<file path="src/rtl/decode_consts.svh">
// Widths, major opcode values and fixed constants of the decode stage.
// Include wherever one of these values is needed; the guard allows repeats.

`ifndef DECODE_CONSTS_SVH
`define DECODE_CONSTS_SVH

`define DEC_XLEN          64               // Register width
`define DEC_ILEN          32               // Instruction width
`define DEC_REG_ADDR_W    5                // Register address width
`define DEC_RESET_PC      64'h0000_0000_1000_0000 // PC after reset
`define DEC_REG_ZERO      5'd0             // Hard-wired zero register

// Major opcodes, bits [6:0] of the instruction
// ----------------------------------------
`define DEC_OPC_LOAD      7'b0000011
`define DEC_OPC_STORE     7'b0100011
`define DEC_OPC_BRANCH    7'b1100011
`define DEC_OPC_OP_IMM    7'b0010011
`define DEC_OPC_OP        7'b0110011
`define DEC_OPC_OP_IMM_W  7'b0011011
`define DEC_OPC_OP_W      7'b0111011
`define DEC_OPC_LUI       7'b0110111
`define DEC_OPC_AUIPC     7'b0010111
`define DEC_OPC_JAL       7'b1101111
`define DEC_OPC_JALR      7'b1100111

// ALU left operand sources
`define DEC_LHS_REG       2'd0             // rs1 data
`define DEC_LHS_PC        2'd1             // Program counter
`define DEC_LHS_ZERO      2'd2             // Constant zero

`endif

</file>
<file path="src/rtl/decode_pkg.sv">
// Operation codes and packed bundles shared by the decode stage units.
// Modules import it inside their bodies and use scoped names in headers.

`default_nettype none

`include "decode_consts.svh"

package decode_pkg;

    // Operation codes
    // ----------------------------------------
    typedef enum logic [3:0] {
        ALU_NONE = 4'd0,
        ALU_ADD  = 4'd1,
        ALU_SUB  = 4'd2,
        ALU_AND  = 4'd3,
        ALU_OR   = 4'd4,
        ALU_XOR  = 4'd5,
        ALU_SLL  = 4'd6,
        ALU_SRL  = 4'd7,
        ALU_SRA  = 4'd8,
        ALU_SLT  = 4'd9,
        ALU_SLTU = 4'd10
    } alu_op_e;

    typedef enum logic [3:0] {
        LSU_NONE = 4'd0,
        LSU_LB   = 4'd1,
        LSU_LBU  = 4'd2,
        LSU_LH   = 4'd3,
        LSU_LHU  = 4'd4,
        LSU_LW   = 4'd5,
        LSU_LWU  = 4'd6,
        LSU_LD   = 4'd7,
        LSU_SB   = 4'd8,
        LSU_SH   = 4'd9,
        LSU_SW   = 4'd10,
        LSU_SD   = 4'd11
    } lsu_op_e;

    // Nine operations, so four bits
    typedef enum logic [3:0] {
        CFU_NONE = 4'd0,
        CFU_BEQ  = 4'd1,
        CFU_BNE  = 4'd2,
        CFU_BLT  = 4'd3,
        CFU_BGE  = 4'd4,
        CFU_BLTU = 4'd5,
        CFU_BGEU = 4'd6,
        CFU_JAL  = 4'd7,
        CFU_JALR = 4'd8
    } cfu_op_e;

    typedef enum logic [1:0] {
        WB_NONE = 2'd0,
        WB_ALU  = 2'd1,
        WB_LSU  = 2'd2,
        WB_NPC  = 2'd3
    } wb_sel_e;

    typedef enum logic [2:0] {
        IMM_NONE  = 3'd0,
        IMM_I     = 3'd1,
        IMM_S     = 3'd2,
        IMM_B     = 3'd3,
        IMM_U     = 3'd4,
        IMM_J     = 3'd5,
        IMM_SHAMT = 3'd6
    } imm_fmt_e;

    // Bundles
    // ----------------------------------------
    typedef struct packed {
        alu_op_e alu_op;
        logic    alu_word;    // Sign-extended 32-bit result
        lsu_op_e lsu_op;
        cfu_op_e cfu_op;
        wb_sel_e wb_sel;
        logic    trap;
    } uop_t;

    localparam uop_t UOP_NONE = '{
        alu_op: ALU_NONE, alu_word: 1'b0, lsu_op: LSU_NONE,
        cfu_op: CFU_NONE, wb_sel: WB_NONE, trap: 1'b0
    };

    typedef struct packed {
        logic [`DEC_XLEN-1:0]       pc;
        logic [`DEC_XLEN-1:0]       npc;
        logic [`DEC_XLEN-1:0]       imm;
        logic [`DEC_XLEN-1:0]       rs1_data;
        logic [`DEC_XLEN-1:0]       rs2_data;
        logic [`DEC_XLEN-1:0]       alu_lhs;
        logic [`DEC_XLEN-1:0]       alu_rhs;
        logic [`DEC_REG_ADDR_W-1:0] rs1_addr;
        logic [`DEC_REG_ADDR_W-1:0] rs2_addr;
        logic [`DEC_REG_ADDR_W-1:0] rd;
        logic [`DEC_ILEN-1:0]       instr;
        uop_t                       uop;
    } decoded_t;

endpackage

`default_nettype wire

</file>
<file path="src/rtl/instr_classifier.sv">
// Classifies a 32-bit RV64I instruction into ALU, LSU and CFU operations.
// Also picks the immediate format and operand sources for the other units.

`timescale 1ns/1ps
`default_nettype none

`include "decode_consts.svh"

module instr_classifier (
    input  logic [`DEC_ILEN-1:0] instr_i,
    output decode_pkg::uop_t     uop_o,
    output decode_pkg::imm_fmt_e imm_fmt_o,
    output logic [1:0]           lhs_sel_o,  // Register, PC or zero
    output logic                 rhs_imm_o,  // Right operand is the immediate
    output logic                 rd_none_o   // No register writeback
);
    import decode_pkg::*;

    logic [6:0] opcode;
    logic [2:0] funct3;
    logic [6:0] funct7;
    logic       f7_zero;
    logic       f7_alt;
    logic       f6_ok;        // Legal upper bits of a 64-bit shift
    logic       word_f3_ok;   // funct3 exists in the W forms
    logic       illegal;

    // ALU operation from funct3, with alt selecting SUB and SRA
    function automatic alu_op_e alu_from_funct3(input logic [2:0] f3, input logic alt);
        alu_op_e op;
        case (f3)
            3'b000:  op = alt ? ALU_SUB : ALU_ADD;
            3'b001:  op = ALU_SLL;
            3'b010:  op = ALU_SLT;
            3'b011:  op = ALU_SLTU;
            3'b100:  op = ALU_XOR;
            3'b101:  op = alt ? ALU_SRA : ALU_SRL;
            3'b110:  op = ALU_OR;
            default: op = ALU_AND;
        endcase
        return op;
    endfunction

    assign opcode     = instr_i[6:0];
    assign funct3     = instr_i[14:12];
    assign funct7     = instr_i[31:25];
    assign f7_zero    = (funct7 == 7'b0000000);
    assign f7_alt     = (funct7 == 7'b0100000);
    assign f6_ok      = (instr_i[31:26] == 6'b000000) ||
                        (instr_i[31:26] == 6'b010000 && funct3 == 3'b101);
    assign word_f3_ok = (funct3 == 3'b000) || (funct3 == 3'b001) || (funct3 == 3'b101);

    always_comb begin
        uop_o     = UOP_NONE;
        imm_fmt_o = IMM_NONE;
        lhs_sel_o = `DEC_LHS_REG;
        rhs_imm_o = 1'b0;
        rd_none_o = 1'b0;
        illegal   = 1'b0;

        case (opcode)
            `DEC_OPC_OP_IMM, `DEC_OPC_OP_IMM_W: begin
                uop_o.alu_op   = alu_from_funct3(funct3, funct3 == 3'b101 && instr_i[30]);
                uop_o.alu_word = (opcode == `DEC_OPC_OP_IMM_W);
                uop_o.wb_sel   = WB_ALU;
                rhs_imm_o      = 1'b1;
                imm_fmt_o      = (funct3[1:0] == 2'b01) ? IMM_SHAMT : IMM_I;
                if (opcode == `DEC_OPC_OP_IMM_W) begin
                    illegal = !word_f3_ok ||
                              (funct3 != 3'b000 && !f7_zero && !(f7_alt && funct3 == 3'b101));
                end else if (funct3[1:0] == 2'b01) begin
                    illegal = !f6_ok;
                end
            end
            `DEC_OPC_OP, `DEC_OPC_OP_W: begin
                uop_o.alu_op   = alu_from_funct3(funct3, instr_i[30]);
                uop_o.alu_word = (opcode == `DEC_OPC_OP_W);
                uop_o.wb_sel   = WB_ALU;
                illegal = !(f7_zero || (f7_alt && (funct3 == 3'b000 || funct3 == 3'b101))) ||
                          (opcode == `DEC_OPC_OP_W && !word_f3_ok);
            end
            `DEC_OPC_LUI, `DEC_OPC_AUIPC: begin
                uop_o.alu_op = ALU_ADD;
                uop_o.wb_sel = WB_ALU;
                imm_fmt_o    = IMM_U;
                rhs_imm_o    = 1'b1;
                lhs_sel_o    = (opcode == `DEC_OPC_LUI) ? `DEC_LHS_ZERO : `DEC_LHS_PC;
            end
            `DEC_OPC_LOAD: begin
                uop_o.alu_op = ALU_ADD;                  // Address rs1 + imm
                uop_o.wb_sel = WB_LSU;
                imm_fmt_o    = IMM_I;
                rhs_imm_o    = 1'b1;
                case (funct3)
                    3'b000:  uop_o.lsu_op = LSU_LB;
                    3'b001:  uop_o.lsu_op = LSU_LH;
                    3'b010:  uop_o.lsu_op = LSU_LW;
                    3'b011:  uop_o.lsu_op = LSU_LD;
                    3'b100:  uop_o.lsu_op = LSU_LBU;
                    3'b101:  uop_o.lsu_op = LSU_LHU;
                    3'b110:  uop_o.lsu_op = LSU_LWU;
                    default: illegal      = 1'b1;
                endcase
            end
            `DEC_OPC_STORE: begin
                uop_o.alu_op = ALU_ADD;
                imm_fmt_o    = IMM_S;
                rhs_imm_o    = 1'b1;
                rd_none_o    = 1'b1;
                case (funct3)
                    3'b000:  uop_o.lsu_op = LSU_SB;
                    3'b001:  uop_o.lsu_op = LSU_SH;
                    3'b010:  uop_o.lsu_op = LSU_SW;
                    3'b011:  uop_o.lsu_op = LSU_SD;
                    default: illegal      = 1'b1;
                endcase
            end
            `DEC_OPC_BRANCH: begin
                uop_o.alu_op = ALU_SUB;                  // Compare rs1 - rs2
                imm_fmt_o    = IMM_B;
                rd_none_o    = 1'b1;
                case (funct3)
                    3'b000:  uop_o.cfu_op = CFU_BEQ;
                    3'b001:  uop_o.cfu_op = CFU_BNE;
                    3'b100:  uop_o.cfu_op = CFU_BLT;
                    3'b101:  uop_o.cfu_op = CFU_BGE;
                    3'b110:  uop_o.cfu_op = CFU_BLTU;
                    3'b111:  uop_o.cfu_op = CFU_BGEU;
                    default: illegal      = 1'b1;
                endcase
            end
            `DEC_OPC_JAL: begin
                uop_o.cfu_op = CFU_JAL;
                uop_o.wb_sel = WB_NPC;
                imm_fmt_o    = IMM_J;
                rhs_imm_o    = 1'b1;
            end
            `DEC_OPC_JALR: begin
                uop_o.cfu_op = CFU_JALR;
                uop_o.wb_sel = WB_NPC;
                imm_fmt_o    = IMM_I;
                rhs_imm_o    = 1'b1;
                illegal      = (funct3 != 3'b000);
            end
            default: illegal = 1'b1;
        endcase

        // Anything outside the decoded set becomes a bare trap
        if (illegal) begin
            uop_o      = UOP_NONE;
            uop_o.trap = 1'b1;
            imm_fmt_o  = IMM_NONE;
            lhs_sel_o  = `DEC_LHS_REG;
            rhs_imm_o  = 1'b0;
            rd_none_o  = 1'b1;
        end
    end

endmodule

`default_nettype wire

</file>
<file path="src/rtl/imm_gen.sv">
// Immediate generator for the RV64I base formats.
// The classifier picks the format; the result is sign-extended to XLEN.

`timescale 1ns/1ps
`default_nettype none

`include "decode_consts.svh"

module imm_gen (
    input  logic [`DEC_ILEN-1:0] instr_i,
    input  decode_pkg::imm_fmt_e imm_fmt_i,
    output logic [`DEC_XLEN-1:0] imm_o
);
    import decode_pkg::*;

    logic sign;

    assign sign = instr_i[31];

    always_comb begin
        case (imm_fmt_i)
            IMM_I: begin
                imm_o = {{(`DEC_XLEN-12){sign}}, instr_i[31:20]};
            end
            IMM_S: begin
                imm_o = {{(`DEC_XLEN-12){sign}}, instr_i[31:25], instr_i[11:7]};
            end
            IMM_B: begin
                imm_o = {{(`DEC_XLEN-13){sign}}, instr_i[31], instr_i[7],
                         instr_i[30:25], instr_i[11:8], 1'b0};
            end
            IMM_U: begin
                imm_o = {{(`DEC_XLEN-32){sign}}, instr_i[31:12], 12'b0};
            end
            IMM_J: begin
                imm_o = {{(`DEC_XLEN-21){sign}}, instr_i[31], instr_i[19:12],
                         instr_i[20], instr_i[30:21], 1'b0};
            end
            IMM_SHAMT: begin
                imm_o = {{(`DEC_XLEN-6){1'b0}}, instr_i[25:20]};  // Zero-extended
            end
            default: begin
                imm_o = '0;
            end
        endcase
    end

endmodule

`default_nettype wire

</file>
<file path="src/rtl/operand_select.sv">
// Register address extraction and ALU operand selection.
// Source controls come from the classifier, so no opcode is decoded here.

`timescale 1ns/1ps
`default_nettype none

`include "decode_consts.svh"

module operand_select (
    input  logic [`DEC_ILEN-1:0]       instr_i,
    input  logic [1:0]                 lhs_sel_i,
    input  logic                       rhs_imm_i,
    input  logic                       rd_none_i,
    input  logic [`DEC_XLEN-1:0]       imm_i,
    input  logic [`DEC_XLEN-1:0]       pc_i,
    input  logic [`DEC_XLEN-1:0]       rs1_data_i,
    input  logic [`DEC_XLEN-1:0]       rs2_data_i,
    output logic [`DEC_REG_ADDR_W-1:0] rs1_addr_o,
    output logic [`DEC_REG_ADDR_W-1:0] rs2_addr_o,
    output logic [`DEC_REG_ADDR_W-1:0] rd_o,
    output logic [`DEC_XLEN-1:0]       alu_lhs_o,
    output logic [`DEC_XLEN-1:0]       alu_rhs_o
);

    // Register fields
    // ----------------------------------------
    assign rs1_addr_o = instr_i[19:15];
    assign rs2_addr_o = instr_i[24:20];
    assign rd_o       = rd_none_i ? `DEC_REG_ZERO : instr_i[11:7];  // Stores, branches, traps

    // ALU operands
    // ----------------------------------------
    always_comb begin
        case (lhs_sel_i)
            `DEC_LHS_PC:   alu_lhs_o = pc_i;        // AUIPC
            `DEC_LHS_ZERO: alu_lhs_o = '0;          // LUI
            default:       alu_lhs_o = rs1_data_i;
        endcase
    end

    assign alu_rhs_o = rhs_imm_i ? imm_i : rs2_data_i;

endmodule

`default_nettype wire

</file>
<file path="src/rtl/pc_tracker.sv">
// Program counter of the decode stage.
// Advances by one instruction on a consume; a redirect overrides it.

`timescale 1ns/1ps
`default_nettype none

`include "decode_consts.svh"

module pc_tracker #(
    parameter logic [`DEC_XLEN-1:0] RESET_PC = `DEC_RESET_PC
) (
    input  logic                 g_clk,
    input  logic                 g_resetn,
    input  logic                 eat_i,        // Instruction consumed
    input  logic                 cf_valid_i,
    input  logic                 cf_ack_i,
    input  logic [`DEC_XLEN-1:0] cf_target_i,
    output logic [`DEC_XLEN-1:0] pc_o,
    output logic [`DEC_XLEN-1:0] npc_o
);

    logic redirect;

    assign redirect = cf_valid_i && cf_ack_i;
    assign npc_o    = pc_o + `DEC_XLEN'd4;     // 32-bit instructions only

    always_ff @(posedge g_clk) begin
        if (!g_resetn) begin
            pc_o <= RESET_PC;
        end else if (redirect) begin
            pc_o <= cf_target_i;               // Wins over a consume
        end else if (eat_i) begin
            pc_o <= npc_o;
        end
    end

endmodule

`default_nettype wire

</file>
<file path="src/rtl/decode_stage.sv">
// Decode and operand-gather stage of the RV64I pipeline, top level.
// Combinational from fetch to execute; only the PC is registered.
// Register reads go out and return forwarded data in the same cycle.

`timescale 1ns/1ps
`default_nettype none

`include "decode_consts.svh"

module decode_stage #(
    parameter logic [`DEC_XLEN-1:0] RESET_PC = `DEC_RESET_PC
) (
    input  logic                       g_clk,
    input  logic                       g_resetn,

    input  logic                       fetch_valid_i,
    input  logic [`DEC_ILEN-1:0]       fetch_instr_i,
    output logic                       fetch_eat_o,    // Fetch drops the word

    input  logic                       cf_valid_i,
    input  logic                       cf_ack_i,
    input  logic [`DEC_XLEN-1:0]       cf_target_i,

    output logic [`DEC_REG_ADDR_W-1:0] rs1_addr_o,
    output logic [`DEC_REG_ADDR_W-1:0] rs2_addr_o,
    input  logic [`DEC_XLEN-1:0]       rs1_data_i,     // Forwarded
    input  logic [`DEC_XLEN-1:0]       rs2_data_i,

    input  logic                       s2_ready_i,
    output logic                       s2_valid_o,
    output decode_pkg::decoded_t       s2_o
);
    import decode_pkg::*;

    uop_t                       uop;
    imm_fmt_e                   imm_fmt;
    logic [1:0]                 lhs_sel;
    logic                       rhs_imm;
    logic                       rd_none;
    logic [`DEC_XLEN-1:0]       imm;
    logic [`DEC_XLEN-1:0]       pc;
    logic [`DEC_XLEN-1:0]       npc;
    logic [`DEC_REG_ADDR_W-1:0] rd;
    logic [`DEC_XLEN-1:0]       alu_lhs;
    logic [`DEC_XLEN-1:0]       alu_rhs;

    // Handshake
    // ----------------------------------------
    assign s2_valid_o  = fetch_valid_i;
    assign fetch_eat_o = fetch_valid_i && s2_ready_i;

    // Units
    // ----------------------------------------
    instr_classifier i_instr_classifier (
        .instr_i   (fetch_instr_i),
        .uop_o     (uop),
        .imm_fmt_o (imm_fmt),
        .lhs_sel_o (lhs_sel),
        .rhs_imm_o (rhs_imm),
        .rd_none_o (rd_none)
    );

    imm_gen i_imm_gen (
        .instr_i   (fetch_instr_i),
        .imm_fmt_i (imm_fmt),
        .imm_o     (imm)
    );

    operand_select i_operand_select (
        .instr_i    (fetch_instr_i),
        .lhs_sel_i  (lhs_sel),
        .rhs_imm_i  (rhs_imm),
        .rd_none_i  (rd_none),
        .imm_i      (imm),
        .pc_i       (pc),
        .rs1_data_i (rs1_data_i),
        .rs2_data_i (rs2_data_i),
        .rs1_addr_o (rs1_addr_o),
        .rs2_addr_o (rs2_addr_o),
        .rd_o       (rd),
        .alu_lhs_o  (alu_lhs),
        .alu_rhs_o  (alu_rhs)
    );

    pc_tracker #(
        .RESET_PC (RESET_PC)
    ) i_pc_tracker (
        .g_clk       (g_clk),
        .g_resetn    (g_resetn),
        .eat_i       (fetch_eat_o),
        .cf_valid_i  (cf_valid_i),
        .cf_ack_i    (cf_ack_i),
        .cf_target_i (cf_target_i),
        .pc_o        (pc),
        .npc_o       (npc)
    );

    // Bundle to execute
    // ----------------------------------------
    assign s2_o.pc       = pc;
    assign s2_o.npc      = npc;
    assign s2_o.imm      = imm;
    assign s2_o.rs1_data = rs1_data_i;
    assign s2_o.rs2_data = rs2_data_i;
    assign s2_o.alu_lhs  = alu_lhs;
    assign s2_o.alu_rhs  = alu_rhs;
    assign s2_o.rs1_addr = rs1_addr_o;
    assign s2_o.rs2_addr = rs2_addr_o;
    assign s2_o.rd       = rd;
    assign s2_o.instr    = fetch_instr_i;
    assign s2_o.uop      = uop;

endmodule

`default_nettype wire

</file>
<file path="config.mk">
export PLATFORM = sky130hd
export DESIGN_NAME = decode_stage
export DESIGN_NICKNAME = d
export VERILOG_FILES = /design/src/rtl/decode_pkg.sv /design/src/rtl/instr_classifier.sv /design/src/rtl/imm_gen.sv /design/src/rtl/operand_select.sv /design/src/rtl/pc_tracker.sv /design/src/rtl/decode_stage.sv
export VERILOG_INCLUDE_DIRS = /design/src /design/src/rtl
export SDC_FILE = /design/constraint.sdc
export NUM_CORES = 1
export LEC_CHECK = 0
export ABC_AREA = 1
export BUFFER_PORTS_ARGS = -buffer_cell sky130_fd_sc_hd__buf_2
export CAP_MARGIN = 20
export CORE_AREA = 2 2 294 296
export CTS_CLUSTER_SIZE = 10
export DETAILED_ROUTE_END_ITERATION = 6
export DIE_AREA = 0 0 296 298
export PLACE_DENSITY_LB_ADDON = 0.1
export SLEW_MARGIN = 20
export SYNTH_ARGS = -nofsm -noshare
export SYNTH_HDL_FRONTEND = slang
export SYNTH_HIERARCHICAL = 1
export SYNTH_SLANG_ARGS = --single-unit
export TNS_END_PERCENT = 20
</file>
<file path="constraint.sdc">
create_clock -name g_clk -period 5.3 [get_ports g_clk]
set_clock_uncertainty 0.05 [all_clocks]
set_input_delay 1.06 -clock g_clk [delete_from_list [all_inputs] [get_ports g_clk]]
set_output_delay 1.06 -clock g_clk [all_outputs]
set_load 0.1 [all_outputs]
</file>
==> metrics.md, run 1 <==
| Metric | Value |
|---|---|
| Post-synthesis to final-layout area growth | `72.84%` |
| Final min period | `between 4 and 5 ns` |
| DRC | `0` |
| Post-Syn Nets | `a little under 2k` |
| Antenna-violating nets left | `0` |
| Seq/Total Area, Yosys | `0.1331` |
| Core Box Area | `84,880 µm²` |
| Final period utilization | `0.9353` |
| Worst-margin pin slew | `between 0.9 and 1 ns` |
| Site row count | `around 110` |
| Placed Cells | `~3.4k` |
| # IOs | `between 700 and 800` |
| Setup violators final | `0` |
| WP buf/inv | `4` |
| Mapped Cells | `1,755` |
| Cell area after synthesis | `between 9000 and 10,000 µm²` |
| Top-count cell post-synth | `nand2_1` |
| IO buf count | `between 700 and 800` |
| Clock slew at reported path FFs | `about 0.070 ns` |
| Worst path arrival time | `between 3 and 4 ns` |
| CTS Root Cell | `clkbuf_16` |
| Critical Path RT | `approximately 4.2 ns` |
| Placed Area | `between 15,000 and 20,000 µm²` |
| Most frequent cell on the critical path | `nand2_1` |
| Pwr dens | `between 200 and 250 nW/µm²` |
| Final Max Slew Viols | `0` |
| Fmax | `201.7 MHz` |
| Drt pass-1 iters | `5` |
| Yosys top cell by area | `nand2_1` |
| H-tree levels | `3` |
| Die Area | `88,210 µm²` |
| Vias in the first global route | `13.14k` |
| Initial antenna violation count | `9` |
| Routed wire length per instance | `~22 µm` |
| Slew headroom | `0.3341` |
| Total Routing Usage GR | `0.1672` |
| Mean Syn Cell Area | `5.485 µm²` |
| Global-route wire length before repair | `approximately 100,000 µm` |
| CP Max Fanout | `8` |
| Hold-fix buffers at CTS | `0` |
| CP Capture Type | `primary output` |
| Final core area utilization | `0.1960` |
| Max clock buf depth | `2` |
| Detailed router's first-iteration violation count | `about 560` |
| Via/cell ratio | `around 3.8` |
| Hpwl dp | `~66,000 µm` |
| CP peak stage delay | `~0.36 ns` |
| Initial Utilization | `0.1134` |
| Overflow after GRT | `0` |
| Crit path cell chain | `buf_2, nor2_1, nand2_1, nor2_1, o21ai_1, nand2_1, nand2_1, nand2_2, nand3_4, nor2_1, inv_2, nand2_2, nand3_1, buf_4, nand2_1, nand2_1, o21ai_0, buf_12` |
| Largest net degree at the start of global routing | `between 60 and 70` |
| Synth cell types | `40` |
| Clock Sinks | `64` |
| Hold WC Path Type | `reg -> reg` |
| Nets | `about 2.5k` |
| Syn. warnings | `6` |
| Share of layout cells above drive strength 1 | `0.4061` |
| Final WS setup | `around 0.34 ns` |
| Vias after detailed routing | `12.93k` |
| Slowest cell on crit path | `nor2_1` |
| Die width | `about 300 µm` |
| Largest registers | `i_pc_tracker/pc_o (64)` |
| Flops & latches, synth | `64` |
| Top-area cell type share of the netlist area | `0.2265` |
| Layout Cells excl Fill | `around 3.4k` |
| Ys async rst share | `0` |
| Top reg by flops | `i_pc_tracker/pc_o` |
| Design Area, Final | `16,640 µm²` |
| CTS tree | `yes` |
| Clock Latency Late Sink | `~0.37 ns` |
| Top post-synthesis cells by area | `nand2_1 (23%), buf_4 (18%), dfxtp_1 (13%)` |
| Reg-to-reg slack, setup | `approximately 2.8 ns` |
| Setup WS pre-CTS | `roughly 0.21 ns` |
| Worst hold slack | `between 0.4 and 0.5 ns` |
| Synth cell count leaders | `nand2_1 (581), buf_4 (230), inv_1 (191)` |
| Max cap viols | `0` |
| Pleak | `just under 8 nW` |
| CP delay by family, top | `simple AND/OR/NAND/NOR gates` |
| Status | `finished, final reports clean` |
| EDFF count, synth | `0` |
| Largest register FFs | `64` |
| Fin. Hold Viols | `0` |
| Inserted Clock Buffers | `9` |
| Worst Setup Start Kind | `input port` |
| Die Height | `~300 µm` |
| GP Congestion | `a little under 0.9` |
| Worst setup path class | `in -> out` |
| Peak supply drop | `approximately 0.11 mV` |
| Top FF cell, synth | `dfxtp_1` |
| RSZ-0062 raised after global routing | `false` |
| WL final | `about 77,000 µm` |
[power by group]
part / internal (mW) / switching [mW]
clock network: 0.377 / 0.279
logic: 0.440 / 1.74
registers: 0.506 / 0.0669
[worst reg2reg max path: stages (launching register included)]
cell,delay [ns]
dfxtp_1,0.66
nand2_1,0.15
nor2_1,0.25
nand2_1,0.23
nor2_1,0.35
nand2_1,0.23
o21ai_0,0.20
nand2_1,0.09
nand2_1,0.07
a21oi_1,0.06
[per-layer routing]
layer	wire length [µm]	up-vias	global-route usage	part of all wire
li1	-	6263	-	-
met1	28490	6081	0.1791	0.37
met2	41630	522	0.3287	0.54
met3	5143	55	0.03827	0.067
met4	1198	12	0.03127	0.016
met5	87	-	0	0.0011
[path summary, 6_finish.rpt]
| kind | startpoint | to | cells past startpoint |
|---|---|---|---|
| worst min register to register | i_pc_tracker/pc_o[0]$_SDFFE_PN0P_ | i_pc_tracker/pc_o[0]$_SDFFE_PN0P_ | 2 |
| worst max register to register | i_pc_tracker/pc_o[32]$_SDFFE_PN0N_ | i_pc_tracker/pc_o[60]$_SDFFE_PN0N_ | 9 |
| worst max-delay path | fetch_instr_i[27] | s2_o[75] | 18 |
| worst min-delay path | i_pc_tracker/pc_o[0]$_SDFFE_PN0P_ | i_pc_tracker/pc_o[0]$_SDFFE_PN0P_ | 2 |
[area by class of cell]
| cell class | count | area (µm²) |
|---|---|---|
| diodes | 1 | 2.502 |
| clock buffers | 11 | 242.7 |
| clock inverters | 5 | 56.30 |
| fillers | 9843 | 68240 |
| inverters | 206 | 775.7 |
| multi-input cells | 1203 | 5874 |
| flip-flops and latches | 64 | 1281 |
| well taps | 1144 | 1431 |
| repair buffers | 784 | 6974 |
[cell families after synthesis]
group           after synthesis  synth area share
buf+inv                     488            0.2896
xor+xnor                     31           0.02820
simple gates                957            0.4277
compound gates              210            0.1149
flops                        64            0.1331
fa+ha+maj                     5          0.006499
[through the flow]
step           TNS (ns)  total power, mW
6_report              0            3.410
5_1_grt               0            3.530
4_1_cts               0            3.470
3_5_place_dp          0            2.788
3_3_place_gp          0            2.793
2_1_floorplan    -13.32            2.213
[cells in the final DEF (no fill, tap or decap), drive strengths merged, types with 5 or more instances in the layout]
cell and instances:
a21oi 46, a31oi 18, and2 11, buf 784, clkbuf 11, dfxtp 64
ha 5, inv 205, nand2 600, nand3 125, nand4 13, nor2 199
nor3 7, o21ai 141, xnor2 6, xor2 25
[what timing repair did]
item / 4_1_cts / 5_1_grt
gates resized for setup: 0 / 3
setup endpoints to repair: 0 / 20
endpoints found under the hold margin: 0 / 0
setup buffers: 0 / 0
Power figures use the tool's default switching activity.
==> run 2: changes to the inputs <==
- CORE_AREA: 2 2 294 296 -> 2 2 291 293
- DIE_AREA: 0 0 296 298 -> 0 0 293 295
- SYNTH_HIERARCHICAL: 1 -> not set
==> metrics.md, run 2 <==
| Metric | Value |
|---|---|
| Critical Path RT | `around 4.2 ns` |
| Die Area | `between 80,000 and 90,000 µm²` |
| Flops & latches, synth | `64` |
| Fin. Hold Viols | `0` |
| Pleak | `6.939 nW` |
| Drt pass-1 iters | `5` |
| EDFF count, synth | `0` |
| Layout Cells excl Fill | `about 3.2k` |
| Final min period | `4.945 ns` |
| Detailed router's first-iteration violation count | `slightly below 600` |
| Mux contribution to synthesized area | `0` |
| Top post-synthesis cells by area | `nand2_1 (25%), buf_4 (18%), dfxtp_1 (14%)` |
| Nets | `roughly 2.3k` |
| Inserted Clock Buffers | `9` |
| Clock Latency Late Sink | `0.37 ns` |
| Mean Syn Cell Area | `5.580 µm²` |
| Initial antenna violation count | `9` |
| # IOs | `approximately 750` |
| Worst-margin pin slew | `between 0.8 and 0.9 ns` |
| Core Box Area | `~83,000 µm²` |
| Max cap viols | `0` |
| CTS Root Cell | `clkbuf_16` |
| Mapped Cells | `between 1.5k and 2k` |
| Share of layout cells above drive strength 1 | `0.4029` |
| CP peak stage delay | `roughly 0.43 ns` |
| Clock Sinks | `64` |
| CP Max Fanout | `33` |
| Total Routing Usage GR | `0.1598` |
| Placed Cells | `3,166` |
| Synth cell count leaders | `nand2_1 (594), buf_4 (217), nor2_1 (136)` |
| Adder-cell share of the synthesized area | `0.002829` |
| Reg-to-reg slack, setup | `2.39 ns` |
| Die Height | `just under 300 µm` |
| Pwr dens | `between 200 and 300 nW/µm²` |
| Setup TNS Final | `0 ns` |
| Worst path arrival time | `~3.8 ns` |
| Global-route wire length before repair | `slightly below 100,000 µm` |
| Top-count cell post-synth | `nand2_1` |
| Post-Syn Nets | `around 1.8k` |
| WP buf/inv | `3` |
| Die width | `roughly 290 µm` |
| Initial Utilization | `0.1064` |
| Hold-fix buffers at CTS | `0` |
| WL final | `~73,000 µm` |
| Top reg by flops | `i_pc_tracker.pc_o` |
| Design Area, Final | `between 10,000 and 15,000 µm²` |
| Largest register FFs | `between 60 and 70` |
| Placed Area | `12,560 µm²` |
| Final Max Slew Viols | `0` |
| Top-area cell type share of the netlist area | `0.2521` |
| Final period utilization | `0.9331` |
| Via/cell ratio | `3.815` |
| Setup violators final | `0` |
| Status | `finished, final reports clean` |
| Top FF cell, synth | `dfxtp_1` |
| Antenna-violating nets left | `0` |
| Postcts setup bufs | `0` |
| Largest registers | `i_pc_tracker.pc_o (64)` |
| Post-synthesis to final-layout area growth | `45.51%` |
| Routed wire length per instance | `roughly 23 µm` |
| Cell area after synthesis | `8845 µm²` |
| Compound-Gate Fraction of Synth Area | `0.09068` |
| Site row count | `between 100 and 150` |
| Vias in the first global route | `approximately 12k` |
| RSZ-0062 raised after global routing | `false` |
| Most frequent cell on the critical path | `nand2_1` |
| Worst setup path class | `in -> out` |
| Seq/Total Area, Yosys | `0.1449` |
| Largest family of logic cells by synthesized area | `simple AND/OR/NAND/NOR gates` |
| DRC | `0` |
| Syn. warnings | `0` |
| IO buf count | `~750` |
| Max clock buf depth | `2` |
| CTS tree | `yes` |
| Worst Setup Start Kind | `input port` |
| Clock slew at reported path FFs | `around 0.060 ns` |
| Slew headroom | `0.4275` |
| Slowest cell on crit path | `buf_2` |
| Yosys top cell by area | `nand2_1` |
| H-tree levels | `3` |
| Most common cell after layout, fill and taps aside | `buf_2` |
| XOR/XNOR Fraction of Synth Area | `0.05545` |
| Vias after detailed routing | `12.15k` |
| Crit path cell chain | `buf_2, inv_1, nand2_1, nor2_1, o21ai_0, nand2_1, nand2_1, nor2_2, nand4_2, nand2_2, nand2_4, nand2_4, nand2_4, nand2_1, buf_2` |
| CP delay by family, top | `simple AND/OR/NAND/NOR gates` |
| Overflow after GRT | `0` |
| GP Congestion | `0.8484` |
| Largest net degree at the start of global routing | `65` |
| CP Capture Type | `primary output` |
| Peak supply drop | `between 0.15 and 0.2 mV` |
| Simple-gate share of the synthesized area | `0.4456` |
| Ys async rst share | `0` |
| Hpwl dp | `roughly 63,000 µm` |
| Hold WC Path Type | `reg -> reg` |
| Commonest non-fill, non-tap cells in the layout | `buf_2 (734), nand2_1 (594), nor2_1 (135)` |
| Resized cells post-CTS | `0` |
| Fmax | `slightly above 200 MHz` |
| Synth cell types | `40` |
-- run 2: cell types whose count changed after synthesis, moves of 13 or more --
cell	previous run	this run
inv_1	191	91
o21ai_0	124	35
nor3_1	7	34
a31oi_1	18	42
nor2_1	160	136
clkbuf_1	20	43
xor2_1	25	42
nor2_4	18	2
a21oi_1	46	31
nor2_2	19	4
a211oi_1	1	14
buf_4	230	217
nand2_1	581	594
-- run 2: final timing paths --
check                                startpoint                                  to  cells past startpoint
max                           fetch_instr_i[13]                            s2_o[94]                     15
max reg2reg  i_pc_tracker.pc_o[52]$_SDFFE_PN0P_  i_pc_tracker.pc_o[63]$_SDFFE_PN0P_                      9
min reg2reg   i_pc_tracker.pc_o[1]$_SDFFE_PN0P_   i_pc_tracker.pc_o[1]$_SDFFE_PN0P_                      2
min           i_pc_tracker.pc_o[1]$_SDFFE_PN0P_   i_pc_tracker.pc_o[1]$_SDFFE_PN0P_                      2
-- run 2: tightest hold or removal path: cells and delay by family (launching register included) --
| kind | cells | cell delay (ns) |
|---|---|---|
| DFF | 1 | 0.33 |
| and+or+nand+nor | 2 | 0.15 |
-- run 2: logic make-up (layout without fill, tap and decap cells) --
| logic type | after synthesis | after routing |
|---|---|---|
| xor gates and xnor gates | 56 | 56 |
| buffers and inverters | 383 | 900 |
| DFF | 64 | 64 |
| and+or+nand+nor | 945 | 945 |
| adders and majority gates | 2 | 2 |
| AOI/OAI and AO/OA | 135 | 135 |
| other | 0 | 4 |
-- run 2: stage by stage --
step	setup WS, ns	total power, mW	utilization	hold slack, ns
global route	0.2127	3.377	0.1547	0.5058
finish	0.3548	3.264	0.1548	0.4773
CTS	0.3786	3.316	0.1546	0.4834
global placement	0.3535	2.663	0.1510	0.4637
floorplan	-0.7969	2.264	-	0.8916
detailed placement	0.3778	2.656	0.1510	0.4726
-- run 2: power by group --
part	internal (mW)	switching, mW
Sequential	0.509	0.0664
Combinational	0.285	1.76
Clock	0.389	0.251
Total	1.18	2.08
-- run 2: area by class of cell --
class                   count  area [µm²]
inverters                 102       384.1
multi-input cells        1138        5284
repair buffers            782        4259
fillers                  9937       70290
clock buffers              13       260.3
well taps                1080        1351
clock inverters             3       40.04
diodes                      4       10.01
flip-flops and latches     64        1281
-- run 2: layer usage --
layer | wire length (µm) | part of all wire | global-route usage | up-vias
met4 | 1667 | 0.023 | 0.03852 | 0
met2 | 40320 | 0.55 | 0.3214 | 481
met1 | 27530 | 0.38 | 0.1703 | 5739
li1 | - | - | - | 5874
met5 | 0 | 0 | 0 | -
met3 | 3648 | 0.050 | 0.02714 | 59
==> run 3: changes to the inputs <==
- ABC_AREA: 1 -> not set
- SLEW_MARGIN: 20 -> not set
==> metrics.md, run 3 <==
| Metric | Value |
|---|---|
| Status | `finished, final reports clean` |
| Top reg by flops | `i_pc_tracker.pc_o` |
| Design Area, Final | `14,860 µm²` |
| Vias in the first global route | `about 11k` |
| Largest register FFs | `64` |
| Die Height | `about 300 µm` |
| CP delay by family, top | `simple AND/OR/NAND/NOR gates` |
| Critical Path RT | `about 4.2 ns` |
| Seq/Total Area, Yosys | `0.1447` |
| Post-Syn Nets | `about 1.6k` |
| Top FF cell, synth | `dfxtp_1` |
| CTS Root Cell | `clkbuf_16` |
| Top post-synthesis cells by area | `buf_4 (18%), dfxtp_1 (14%), nand2_1 (9.7%)` |
| WP buf/inv | `3` |
| Post-synthesis to final-layout area growth | `67.89%` |
| Clock slew at reported path FFs | `roughly 0.06 ns` |
| Most common cell after layout, fill and taps aside | `buf_2` |
| Final Total Pwr | `approximately 3.6 mW` |
| Via/cell ratio | `about 4` |
| Worst path arrival time | `4.06 ns` |
| Overflow after GRT | `0` |
| Ys async rst share | `0` |
| Antenna-violating nets left | `0` |
| Mean Syn Cell Area | `between 6 and 7 µm²` |
| Max clock buf depth | `2` |
| Worst Setup Start Kind | `input port` |
| GP Congestion | `roughly 0.9` |
| Setup violators final | `0` |
| Vias after detailed routing | `about 12k` |
| Peak supply drop | `roughly 0.14 mV` |
| Fmax | `around 190 MHz` |
| Synth cell types | `60` |
| RSZ-0062 raised after global routing | `false` |
| Top-area cell type share of the netlist area | `0.1832` |
| Final period utilization | `0.9754` |
| Pwr dens | `about 240 nW/µm²` |
| EDFF count, synth | `0` |
| Yosys top cell by area | `buf_4` |
| Slew headroom | `0.5289` |
| # IOs | `between 700 and 800` |
| Drt pass-1 iters | `7` |
| Cell area after synthesis | `~8900 µm²` |
| Final Max Slew Viols | `0` |
| Syn. warnings | `0` |
| DRC | `0` |
| Site row count | `106` |
| Most frequent cell on the critical path | `buf_12` |
| Hpwl dp | `approximately 60,000 µm` |
| Share of layout cells above drive strength 1 | `0.4681` |
| Final min period | `about 5.2 ns` |
| Fin. Hold Viols | `0` |
| WL final | `70,030 µm` |
| Crit path cell chain | `buf_2, or4_4, o31ai_2, or4b_4, a21o_1, or3_2, buf_12, a221o_1, buf_12` |
| CP Max Fanout | `53` |
| Largest net degree at the start of global routing | `54` |
| CP peak stage delay | `between 0.5 and 0.6 ns` |
| Slowest cell on crit path | `or4_4` |
| Initial Utilization | `0.1065` |
| Pleak | `between 6 and 7 nW` |
| CP Capture Type | `primary output` |
| Die width | `293 µm` |
| Die Area | `about 86,000 µm²` |
| Initial antenna violation count | `14` |
| Clock Latency Late Sink | `0.36 ns` |
| Synth cell count leaders | `nand2_1 (229), buf_4 (216), o21ai_0 (120)` |
| Inserted Clock Buffers | `9` |
| Worst setup path class | `in -> out` |
| Total Routing Usage GR | `0.1541` |
| Core Box Area | `83,160 µm²` |
| Top-count cell post-synth | `nand2_1` |
| Routed wire length per instance | `around 24 µm` |
| Largest registers | `i_pc_tracker.pc_o (64)` |
| H-tree levels | `3` |
| Global-route wire length before repair | `93,350 µm` |
| Max cap viols | `0` |
| Hold WC Path Type | `reg -> reg` |
| Mapped Cells | `1,344` |
| Detailed router's first-iteration violation count | `around 500` |
| Clock Sinks | `64` |
| IO buf count | `between 700 and 800` |
| Placed Area | `14,560 µm²` |
| Nets | `2,091` |
| Worst-margin pin slew | `around 0.7 ns` |
| Hold-fix buffers at CTS | `0` |
| Commonest non-fill, non-tap cells in the layout | `buf_2 (626), nand2_1 (228), buf_12 (133)` |
| CTS tree | `yes` |
| Flops & latches, synth | `64` |
==> run 3: cell types whose count changed after synthesis, moves of 39 or more <==
cell / before / now
xnor2_1: 14 / 72
a31oi_1: 42 / 3
nand3_1: 110 / 40
nand2_1: 594 / 229
clkbuf_1: 43 / 93
inv_1: 91 / 23
o21ai_0: 35 / 120
nor2_1: 136 / 68
==> run 3: layout make-up <==
class                      instances  area [µm²]
antenna                            7       17.52
clock buffer                      12       256.5
clock inverter                     3       17.52
fill                            9559       68300
inverter                          25       93.84
multi-input combinational        931        5530
sequential                        64        1281
tap                             1080        1351
timing repair buffer             828        6314
==> run 3: worst paths after layout <==
check / startpoint / endpoint / slack, ns / cells past startpoint
max: fetch_instr_i[25] / s2_o[89] / 0.13 / 9
min: i_pc_tracker.pc_o[1]$_SDFFE_PN0P_ / i_pc_tracker.pc_o[1]$_SDFFE_PN0P_ / 0.45 / 2
max reg2reg: i_pc_tracker.pc_o[13]$_SDFFE_PN0P_ / i_pc_tracker.pc_o[62]$_SDFFE_PN0P_ / 2.33 / 7
min reg2reg: i_pc_tracker.pc_o[1]$_SDFFE_PN0P_ / i_pc_tracker.pc_o[1]$_SDFFE_PN0P_ / 0.45 / 2
==> run 3: cells by family after synthesis <==
kind of cell | after synthesis | share of synthesized area
mux | 13 | 0.01569
buf+inv | 349 | 0.2423
simple gates | 528 | 0.2888
fa+ha+maj | 2 | 0.002826
xor+xnor | 118 | 0.1167
flops | 64 | 0.1447
compound gates | 270 | 0.1890
==> run 3: metal layers <==
layer	wire length [µm]	share of wire	GRT usage
met1	24320	0.35	0.1530
met2	39280	0.56	0.3146
met3	4733	0.068	0.03699
met4	1626	0.023	0.03940
met5	62	0.00089	0
==> run 3: worst min-delay path, stage by stage, from the launching register on <==
cell and delay [ns]:
dfxtp_1 0.33, nand2_1 0.07, a21oi_1 0.06
==> run 3: timing repair <==
item                                    4_1_cts  5_1_grt
hold endpoints to repair                      0        0
resized for setup                             0        2
buffers inserted                              0        0
endpoints found under the setup margin        0       11
==> run 3: power by group <==
group	switching, mW	internal (mW)	leakage (nW)
Clock	0.265	0.339	0.134
Combinational	1.96	0.434	6.18
Sequential	0.0786	0.513	0.528
Total	2.30	1.29	6.85
==> run 3: stage by stage <==
| step | std cells | setup slack [ns] | util | hold WS [ns] | setup TNS, ns |
|---|---|---|---|---|---|
| finish | 2950 | 0.1306 | 0.1787 | 0.4531 | 0 |
| global route | 2944 | 0.03117 | 0.1785 | 0.4956 | 0 |
| CTS | 2943 | 0.06798 | 0.1784 | 0.4608 | 0 |
| detailed placement | 2928 | 0.08157 | 0.1751 | 0.4519 | 0 |
| global placement | 2928 | 0.06338 | 0.1751 | 0.4438 | 0 |
| floorplan | 1344 | -0.7231 | - | 0.8554 | -34.74 |
